### src/common/axi_pkg.sv
package axi_pkg;

    // bus-side widths of the single AXI3 master port
    localparam int AXI_ID_W   = 4;
    localparam int AXI_ADDR_W = 32;
    localparam int AXI_DATA_W = 32;
    localparam int AXI_STRB_W = AXI_DATA_W / 8;
    localparam int AXI_LEN_W  = 4;  // AXI3 burst length field

    // size and burst type are fixed (one word, incr), so they are not carried

    typedef struct packed {
        logic [AXI_ID_W-1:0]   id;
        logic [AXI_ADDR_W-1:0] addr;
        logic [AXI_LEN_W-1:0]  len;
    } axi_ar_t;

    typedef struct packed {
        logic [AXI_ID_W-1:0]   id;
        logic [AXI_DATA_W-1:0] data;
        logic                  last;
    } axi_r_t;

    // single writer, so the write channels carry no id
    typedef struct packed {
        logic [AXI_ADDR_W-1:0] addr;
        logic [AXI_LEN_W-1:0]  len;
    } axi_aw_t;

    typedef struct packed {
        logic [AXI_DATA_W-1:0] data;
        logic [AXI_STRB_W-1:0] strb;
        logic                  last;
    } axi_w_t;

endpackage
### src/common/mem_pkg.sv
package mem_pkg;

    localparam int WORD_W         = 32;
    localparam int PADDR_W        = 32;
    localparam int WORDS_PER_LINE = 8;
    localparam int WORD_IDX_W     = $clog2(WORDS_PER_LINE);
    localparam int LINE_OFF_W     = $clog2(WORDS_PER_LINE * WORD_W / 8);  // byte offset in a line

    localparam int WBUF_DEPTH = 4;
    localparam int WBUF_PTR_W = $clog2(WBUF_DEPTH);

    // read ids driven onto the AR channel, one per master
    localparam logic [axi_pkg::AXI_ID_W-1:0] MASTER_FETCH = 0;
    localparam logic [axi_pkg::AXI_ID_W-1:0] MASTER_DATA  = 1;

    typedef logic [WORD_W-1:0]  word_t;
    typedef logic [PADDR_W-1:0] paddr_t;
    typedef word_t [WORDS_PER_LINE-1:0] line_t;

    // uncached entry keeps its word in line[0] and its byte enables in strb
    typedef struct packed {
        paddr_t                paddr;
        line_t                 line;
        logic [WORD_W/8-1:0]   strb;
        logic                  uncached;
    } wbuf_entry_t;

    typedef struct packed {
        paddr_t                         addr;
        logic [axi_pkg::AXI_LEN_W-1:0]  len;
    } rd_req_t;

    typedef struct packed {
        word_t data;
        logic  last;
    } rd_beat_t;

endpackage

### src/hdl/mem_subsys_top.sv
module mem_subsys_top (
    input  logic                 aclk,
    input  logic                 reset_i,
    // fetch read master
    input  mem_pkg::rd_req_t     fetch_ar_i,
    input  logic                 fetch_ar_valid_i,
    output logic                 fetch_ar_ready_o,
    output mem_pkg::rd_beat_t    fetch_r_o,
    output logic                 fetch_r_valid_o,
    input  logic                 fetch_r_ready_i,
    // data read master
    input  mem_pkg::rd_req_t     data_ar_i,
    input  logic                 data_ar_valid_i,
    output logic                 data_ar_ready_o,
    output mem_pkg::rd_beat_t    data_r_o,
    output logic                 data_r_valid_o,
    input  logic                 data_r_ready_i,
    // write buffer input and lookup
    input  mem_pkg::wbuf_entry_t wb_req_i,
    input  logic                 wb_req_valid_i,
    output logic                 wb_req_ready_o,
    output logic                 wb_empty_o,
    input  mem_pkg::paddr_t      lookup_paddr_i,
    output logic                 lookup_hit_o,
    output mem_pkg::line_t       lookup_line_o,
    // AXI read
    output axi_pkg::axi_ar_t     m_ar_o,
    output logic                 m_ar_valid_o,
    input  logic                 m_ar_ready_i,
    input  axi_pkg::axi_r_t      m_r_i,
    input  logic                 m_r_valid_i,
    output logic                 m_r_ready_o,
    // AXI write
    output axi_pkg::axi_aw_t     m_aw_o,
    output logic                 m_aw_valid_o,
    input  logic                 m_aw_ready_i,
    output axi_pkg::axi_w_t      m_w_o,
    output logic                 m_w_valid_o,
    input  logic                 m_w_ready_i,
    input  logic                 m_b_valid_i,
    output logic                 m_b_ready_o
);

    mem_pkg::wbuf_entry_t head;
    logic                 head_valid;
    logic                 pop;

    read_arbiter i_read_arbiter (
        .aclk             (aclk),
        .reset_i          (reset_i),
        .fetch_ar_i       (fetch_ar_i),
        .fetch_ar_valid_i (fetch_ar_valid_i),
        .fetch_ar_ready_o (fetch_ar_ready_o),
        .fetch_r_o        (fetch_r_o),
        .fetch_r_valid_o  (fetch_r_valid_o),
        .fetch_r_ready_i  (fetch_r_ready_i),
        .data_ar_i        (data_ar_i),
        .data_ar_valid_i  (data_ar_valid_i),
        .data_ar_ready_o  (data_ar_ready_o),
        .data_r_o         (data_r_o),
        .data_r_valid_o   (data_r_valid_o),
        .data_r_ready_i   (data_r_ready_i),
        .m_ar_o           (m_ar_o),
        .m_ar_valid_o     (m_ar_valid_o),
        .m_ar_ready_i     (m_ar_ready_i),
        .m_r_i            (m_r_i),
        .m_r_valid_i      (m_r_valid_i),
        .m_r_ready_o      (m_r_ready_o)
    );

    wbuffer_store i_wbuffer_store (
        .aclk           (aclk),
        .reset_i        (reset_i),
        .wb_req_i       (wb_req_i),
        .wb_req_valid_i (wb_req_valid_i),
        .wb_req_ready_o (wb_req_ready_o),
        .wb_empty_o     (wb_empty_o),
        .lookup_paddr_i (lookup_paddr_i),
        .lookup_hit_o   (lookup_hit_o),
        .lookup_line_o  (lookup_line_o),
        .head_o         (head),
        .head_valid_o   (head_valid),
        .pop_i          (pop)
    );

    wbuffer_drain i_wbuffer_drain (
        .aclk         (aclk),
        .reset_i      (reset_i),
        .head_i       (head),
        .head_valid_i (head_valid),
        .pop_o        (pop),
        .m_aw_o       (m_aw_o),
        .m_aw_valid_o (m_aw_valid_o),
        .m_aw_ready_i (m_aw_ready_i),
        .m_w_o        (m_w_o),
        .m_w_valid_o  (m_w_valid_o),
        .m_w_ready_i  (m_w_ready_i),
        .m_b_valid_i  (m_b_valid_i),
        .m_b_ready_o  (m_b_ready_o)
    );

endmodule

### src/wbuffer/wbuffer_drain.sv
module wbuffer_drain (
    input  logic                 aclk,
    input  logic                 reset_i,
    // head of the entry queue
    input  mem_pkg::wbuf_entry_t head_i,
    input  logic                 head_valid_i,
    output logic                 pop_o,
    // AXI write channels
    output axi_pkg::axi_aw_t     m_aw_o,
    output logic                 m_aw_valid_o,
    input  logic                 m_aw_ready_i,
    output axi_pkg::axi_w_t      m_w_o,
    output logic                 m_w_valid_o,
    input  logic                 m_w_ready_i,
    input  logic                 m_b_valid_i,
    output logic                 m_b_ready_o
);

    typedef logic [axi_pkg::AXI_LEN_W-1:0] len_t;

    typedef enum logic [1:0] {
        ST_IDLE,
        ST_ADDR,
        ST_DATA,
        ST_RESP
    } state_t;

    state_t state_q;
    logic [mem_pkg::WORD_IDX_W-1:0] beat_q;
    len_t burst_len;
    logic last_beat;

    // head stays put until the pop, so the payload is taken straight from it
    assign burst_len = head_i.uncached ? len_t'(0) : len_t'(mem_pkg::WORDS_PER_LINE - 1);
    assign last_beat = (len_t'(beat_q) == burst_len);

    assign m_aw_o.addr = head_i.paddr;
    assign m_aw_o.len  = burst_len;

    assign m_w_o.data = head_i.line[beat_q];
    assign m_w_o.strb = head_i.uncached ? head_i.strb : '1;
    assign m_w_o.last = last_beat;

    assign m_aw_valid_o = (state_q == ST_ADDR);
    assign m_w_valid_o  = (state_q == ST_DATA);
    assign m_b_ready_o  = (state_q == ST_RESP);
    assign pop_o        = m_b_ready_o && m_b_valid_i;  // entry retires on the B handshake

    always_ff @(posedge aclk) begin
        if (reset_i) begin
            state_q <= ST_IDLE;
            beat_q  <= '0;
        end else begin
            case (state_q)
                ST_IDLE: begin
                    if (head_valid_i) begin
                        state_q <= ST_ADDR;
                    end
                end
                ST_ADDR: begin
                    beat_q <= '0;
                    if (m_aw_ready_i) begin
                        state_q <= ST_DATA;
                    end
                end
                ST_DATA: begin
                    if (m_w_ready_i) begin
                        if (last_beat) begin
                            state_q <= ST_RESP;
                        end else begin
                            beat_q <= beat_q + 1'b1;
                        end
                    end
                end
                ST_RESP: begin
                    if (m_b_valid_i) begin
                        state_q <= ST_IDLE;  // next head is seen a cycle later
                    end
                end
                default: state_q <= ST_IDLE;
            endcase
        end
    end

endmodule

### src/wbuffer/wbuffer_store.sv
module wbuffer_store (
    input  logic                 aclk,
    input  logic                 reset_i,
    // from the data cache
    input  mem_pkg::wbuf_entry_t wb_req_i,
    input  logic                 wb_req_valid_i,
    output logic                 wb_req_ready_o,
    output logic                 wb_empty_o,
    // line lookup from the data cache
    input  mem_pkg::paddr_t      lookup_paddr_i,
    output logic                 lookup_hit_o,
    output mem_pkg::line_t       lookup_line_o,
    // to the drain
    output mem_pkg::wbuf_entry_t head_o,
    output logic                 head_valid_o,
    input  logic                 pop_i
);

    typedef logic [mem_pkg::WBUF_PTR_W-1:0] ptr_t;
    typedef logic [mem_pkg::WBUF_PTR_W:0]   cnt_t;

    localparam int TAG_LO = mem_pkg::LINE_OFF_W;
    localparam int TAG_HI = mem_pkg::PADDR_W - 1;

    mem_pkg::wbuf_entry_t entries_q [mem_pkg::WBUF_DEPTH];

    ptr_t wr_ptr_q;
    ptr_t rd_ptr_q;
    cnt_t count_q;
    logic push;

    assign wb_req_ready_o = (count_q != cnt_t'(mem_pkg::WBUF_DEPTH));
    assign wb_empty_o     = (count_q == '0);
    assign head_valid_o   = !wb_empty_o;
    assign head_o         = entries_q[rd_ptr_q];
    assign push           = wb_req_valid_i && wb_req_ready_o;

    always_ff @(posedge aclk) begin
        if (push) begin
            entries_q[wr_ptr_q] <= wb_req_i;
        end
    end

    always_ff @(posedge aclk) begin
        if (reset_i) begin
            wr_ptr_q <= '0;
            rd_ptr_q <= '0;
            count_q  <= '0;
        end else begin
            if (push) begin
                wr_ptr_q <= wr_ptr_q + ptr_t'(1);  // depth is a power of two, wraps
            end
            if (pop_i) begin
                rd_ptr_q <= rd_ptr_q + ptr_t'(1);
            end
            case ({push, pop_i})
                2'b10:   count_q <= count_q + cnt_t'(1);
                2'b01:   count_q <= count_q - cnt_t'(1);
                default: count_q <= count_q;
            endcase
        end
    end

    // walk from oldest to youngest so the youngest match is the one that stays
    always_comb begin
        ptr_t idx;
        lookup_hit_o  = 1'b0;
        lookup_line_o = '0;
        for (int k = 0; k < mem_pkg::WBUF_DEPTH; k++) begin
            idx = rd_ptr_q + ptr_t'(k);
            if ((cnt_t'(k) < count_q) && !entries_q[idx].uncached &&
                (entries_q[idx].paddr[TAG_HI:TAG_LO] == lookup_paddr_i[TAG_HI:TAG_LO])) begin
                lookup_hit_o  = 1'b1;
                lookup_line_o = entries_q[idx].line;
            end
        end
    end

endmodule

### src/hdl/read_arbiter.sv
module read_arbiter (
    input  logic              aclk,
    input  logic              reset_i,
    // instruction fetch master
    input  mem_pkg::rd_req_t  fetch_ar_i,
    input  logic              fetch_ar_valid_i,
    output logic              fetch_ar_ready_o,
    output mem_pkg::rd_beat_t fetch_r_o,
    output logic              fetch_r_valid_o,
    input  logic              fetch_r_ready_i,
    // data read master
    input  mem_pkg::rd_req_t  data_ar_i,
    input  logic              data_ar_valid_i,
    output logic              data_ar_ready_o,
    output mem_pkg::rd_beat_t data_r_o,
    output logic              data_r_valid_o,
    input  logic              data_r_ready_i,
    // shared AXI read channels
    output axi_pkg::axi_ar_t  m_ar_o,
    output logic              m_ar_valid_o,
    input  logic              m_ar_ready_i,
    input  axi_pkg::axi_r_t   m_r_i,
    input  logic              m_r_valid_i,
    output logic              m_r_ready_o
);

    logic locked_q;       // a granted request is waiting for arready
    logic locked_data_q;  // which master holds the locked grant
    logic last_data_q;    // data master was served last
    logic sel_data;
    logic r_to_fetch;
    mem_pkg::rd_req_t sel_req;

    always_comb begin
        if (locked_q) begin
            sel_data = locked_data_q;
        end else if (fetch_ar_valid_i && data_ar_valid_i) begin
            sel_data = ~last_data_q;  // round robin on contention
        end else begin
            sel_data = data_ar_valid_i;
        end
    end

    assign sel_req      = sel_data ? data_ar_i : fetch_ar_i;
    assign m_ar_valid_o = sel_data ? data_ar_valid_i : fetch_ar_valid_i;

    always_comb begin
        m_ar_o.id   = sel_data ? mem_pkg::MASTER_DATA : mem_pkg::MASTER_FETCH;
        m_ar_o.addr = sel_req.addr;
        m_ar_o.len  = sel_req.len;
    end

    assign fetch_ar_ready_o = m_ar_ready_i && !sel_data;
    assign data_ar_ready_o  = m_ar_ready_i && sel_data;

    always_ff @(posedge aclk) begin
        if (reset_i) begin
            locked_q      <= 1'b0;
            locked_data_q <= 1'b0;
            last_data_q   <= 1'b1;  // fetch wins the first tie
        end else if (m_ar_valid_o) begin
            if (m_ar_ready_i) begin
                locked_q    <= 1'b0;
                last_data_q <= sel_data;
            end else begin
                locked_q      <= 1'b1;  // hold grant until the handshake
                locked_data_q <= sel_data;
            end
        end
    end

    // R beats go back to the master named by rid
    assign r_to_fetch = (m_r_i.id == mem_pkg::MASTER_FETCH);

    assign fetch_r_o.data  = m_r_i.data;
    assign fetch_r_o.last  = m_r_i.last;
    assign data_r_o.data   = m_r_i.data;
    assign data_r_o.last   = m_r_i.last;
    assign fetch_r_valid_o = m_r_valid_i && r_to_fetch;
    assign data_r_valid_o  = m_r_valid_i && !r_to_fetch;
    assign m_r_ready_o     = r_to_fetch ? fetch_r_ready_i : data_r_ready_i;

endmodule

### config.mk
export PLATFORM = sky130hd
export DESIGN_NAME = mem_subsys_top
export DESIGN_NICKNAME = d
export VERILOG_FILES = /design/src/common/axi_pkg.sv /design/src/common/mem_pkg.sv /design/src/hdl/mem_subsys_top.sv /design/src/wbuffer/wbuffer_drain.sv /design/src/wbuffer/wbuffer_store.sv /design/src/hdl/read_arbiter.sv
export SDC_FILE = /design/constraint.sdc
export NUM_CORES = 2
export LEC_CHECK = 0
export ABC_AREA = 1
export BUFFER_PORTS_ARGS = -buffer_cell sky130_fd_sc_hd__buf_2
export CAP_MARGIN = 25
export CORE_ASPECT_RATIO = 1.5
export CORE_MARGIN = 2
export CORE_UTILIZATION = 25
export CTS_CLUSTER_DIAMETER = 60
export DETAILED_ROUTE_END_ITERATION = 7
export GPL_TIMING_DRIVEN = 1
export SLEW_MARGIN = 20
export SYNTH_ARGS = -nofsm -noshare
export SYNTH_HDL_FRONTEND = slang
export SYNTH_SLANG_ARGS = --single-unit
export TNS_END_PERCENT = 100
### constraint.sdc
create_clock -name aclk -period 22.3 [get_ports aclk]
set_input_delay 2.23 -clock aclk [delete_from_list [all_inputs] [get_ports aclk]]
set_output_delay 2.23 -clock aclk [all_outputs]
set_load 0.01 [all_outputs]
==> flow_summary.json <==
{
  "status": "finished, violations left",
  "violations": "DRC",
  "overflow": 0,
  "power.share.clock": 0.362,
  "cp_num_buf_inv": 4,
  "clkSlewWorstSetupHoldPaths_ns": 0.07,
  "grtUsageTotal": 0.218,
  "power_switching_share": 0.337,
  "synth_cell_types": 39,
  "cts_root_buf": "clkbuf_16",
  "leakage_nw": 34.7,
  "synth_seq_cells": 1189,
  "cts.sinks": 1189,
  "avgSynthCellArea_um2": 7.76,
  "dp_hpwl_um": 228000,
  "gp_congestion": 0.915,
  "dp.cells": 13991,
  "seqCellArea_mm2": 0.0356,
  "synth_flop_cell": "edfxtp_1",
  "vdd.ir_drop.worst_mv": 0.0750,
  "cts_resized": 0,
  "timing.final.crit_share": 0.454,
  "final_nets": 10590,
  "worstRegToRegCells": 8,
  "cp.required_ns": 20.07,
  "startpoint": "i_wbuffer_store.rd_ptr_q[0]",
  "path_depth": 16,
  "p_seq_frac": 0.403,
  "cpPeakStageDelay_ns": 0.91,
  "cp-endpoint": "lookup_line_o[99]",
  "grt_pass1_vias": 69696,
  "crit_fanout": 84,
  "vias": 75874,
  "yosys_warnings": 0,
  "grt_pass1_wl_um": 498000,
  "die_y_um": 683,
  "syn_area_mm2": 0.0768,
  "max-slew-margin-rel": 0.188,
  "fmax_mhz": 98.8,
  "crit_slowest_cell": "dfxtp_4",
  "crit_chain": "nand2_4, nand2_8, buf_4, nand3_1, nand3_1, nand2_1, nor2_1, nand2_1, nor2_1, nand2_1, nor2_4, buf_4, buf_4, a21oi_1, a21oi_1, buf_2",
  "p_switching_w": 0.00222,
  "p_int_w": 0.00436,
  "r2r-end": "i_wbuffer_store.entries_q[2][177]",
  "core_area_mm2": 0.306,
  "stdcell_count": 14340,
  "h-tree-depth": 4,
  "tightest_slew_ns": 1.22,
  "path_delay_family": "simple AND/OR/NAND/NOR gates",
  "cts_tree": "yes",
  "rsz0062_at_grt": "no",
  "io_buffers": 784,
  "finalCriticalPeriod_ns": 10.12,
  "syn_to_final_growth_pct": 15.0,
  "r2r_start": "i_wbuffer_store.count_q[1]",
  "syn_inst": 9903,
  "report.final.slew_viol_count": 0,
  "postRouteAntennaNets": 0,
  "hold_viol": 0,
  "multiInputGateArea_mm2": 0.0355,
  "clock_path_buffers": 4,
  "grt_max_degree": 252,
  "cts_hold_buf": 0,
  "design.die.area_mm2": 0.312,
  "io_pins": 893,
  "cap_violations": 0,
  "drt_wl_total_um": 358000,
  "tns_ns": 0,
  "postCtsSetupBuffers": 0,
  "antenna_found_initial": 137,
  "critPathKind": "reg -> out",
  "hp-class": "reg -> reg",
  "setup_slack_ns": 12.18,
  "fin_skew_ns": 0.0859,
  "synthArstFlopShare": 0,
  "clk_latency_ns": 0.85,
  "ys_seq_area_frac": 0.463,
  "setup_viol": 0,
  "p_comb_frac": 0.235,
  "rows": 249,
  "drt-pass1-iter-count": 8,
  "remaining_drc_errors": 2,
  "cp.arrival_ns": 7.89,
  "dp_slack_ns": 13.13,
  "reg2reg_slack_ns": 17.32,
  "synth-edff-count": 1172,
  "die-width_um": 457,
  "cts_inserted_buffers": 150,
  "routed_via_density": 5.29,
  "drive_gt1_frac": 0.125,
  "fill_cells": 32584,
  "critPathLaunchType": "flop",
  "first_iter_violations": 8157,
  "routedWlPerCell_um": 25.0,
  "end_kind": "output pin",
  "start_util": 0.251,
  "hold_slack_ns": 0.476,
  "powerDensity_mw_per_mm2": 74.5
}
## layer usage
metal / global-route usage / up-vias / share of wire
met5: 0 / - / 0.0013
met4: 0.163 / 70 / 0.082
met3: 0.0604 / 1082 / 0.11
met2: 0.348 / 3942 / 0.45
met1: 0.250 / 35957 / 0.36
li1: - / 34823 / -
## worst register-to-register path, cell delays in order, from the launching register on
cell and delay (ns):
dfxtp_1 0.36, inv_1 0.09, ha_1 0.20, nand2_1 0.19
nand2_1 0.37, nor2_4 0.52, buf_4 0.85, buf_4 0.90
buf_4 1.02
## layout make-up
class / instances / share of cell area
clock buffers: 179 / 0.0444
inverters: 556 / 0.0240
diodes: 90 / 0.00255
repair buffers: 937 / 0.0600
well taps: 4016 / 0.0569
clock inverters: 77 / 0.00810
flip-flops and latches: 1189 / 0.402
multi-input cells: 7296 / 0.402
## cells in the mapped netlist (193+ instances only)
cell type,count,area share
nand2_1,2836,0.14
o21ai_0,1337,0.087
edfxtp_1,1172,0.46
nor2_1,830,0.041
a21oi_1,697,0.045
inv_1,548,0.027
clkbuf_1,509,0.025
nand3_1,372,0.024
o22ai_1,232,0.019
a221oi_1,203,0.023
buf_2,193,0.013
o211ai_1,193,0.019
## cell families after synthesis
family	count (synthesis)	share of synthesized area
xor+xnor	11	0.00125
flops	1189	0.463
fa+ha+maj	14	0.00228
buf+inv	1421	0.0776
mux	158	0.0206
compound gates	2959	0.223
other cells	1	0.0000488
simple gates	4150	0.213
## stage by stage
| step | instance area [um^2] | power, W | util |
|---|---|---|---|
| after floorplan | 76800 | 0.00366 | - |
| after global placement | 83300 | 0.00422 | 0.272 |
| after detailed placement | 83400 | 0.00423 | 0.272 |
| after CTS | 88000 | 0.00662 | 0.288 |
| after global routing | 88200 | 0.00685 | 0.288 |
| final | 88300 | 0.00658 | 0.288 |
## placed cells by master (no fill, tap or decap), drive strengths merged, types with 203 or more instances in the layout
cell type / instances
nand2: 2841
o21ai: 1344
edfxtp: 1172
buf: 937
nor2: 838
a21oi: 697
inv: 569
nand3: 372
o22ai: 232
a221oi: 203
## power groups by stage
stage,Clock [W],Combinational [W],Sequential [W]
4_1_cts,0.00243,0.00154,0.00265
3_3_place_gp,0,0.00152,0.00270
3_5_place_dp,0,0.00153,0.00270
5_1_grt,0.00250,0.00168,0.00267
6_report,0.00238,0.00155,0.00266
2_1_floorplan,0,0.000932,0.00273
## worst min-delay path by stage
stage | end | slack (ns) | from | depth (start not counted)
after floorplan | i_read_arbiter.locked_data_q | 0.43 | i_read_arbiter.locked_data_q | 2
after global placement | i_read_arbiter.last_data_q | 0.46 | i_read_arbiter.last_data_q | 2
after detailed placement | i_read_arbiter.locked_q | 0.47 | i_read_arbiter.locked_q | 2
after CTS | i_read_arbiter.locked_q | 0.48 | i_read_arbiter.locked_q | 2
after global routing | i_read_arbiter.locked_q | 0.50 | i_read_arbiter.locked_q | 2
final | i_read_arbiter.locked_data_q | 0.48 | i_read_arbiter.locked_data_q | 2
## state kept, by name (all words and copies together), names as in the netlist, named ones only
name	flops
i_wbuffer_store.rd_ptr_q	2
i_wbuffer_drain.state_q	2
i_wbuffer_store.wr_ptr_q	2
i_read_arbiter.locked_q	1
i_wbuffer_store.entries_q	1172
i_wbuffer_store.count_q	3
i_read_arbiter.locked_data_q	1
i_read_arbiter.last_data_q	1
i_wbuffer_drain.beat_q	3
(Power assumes the default switching activity.)
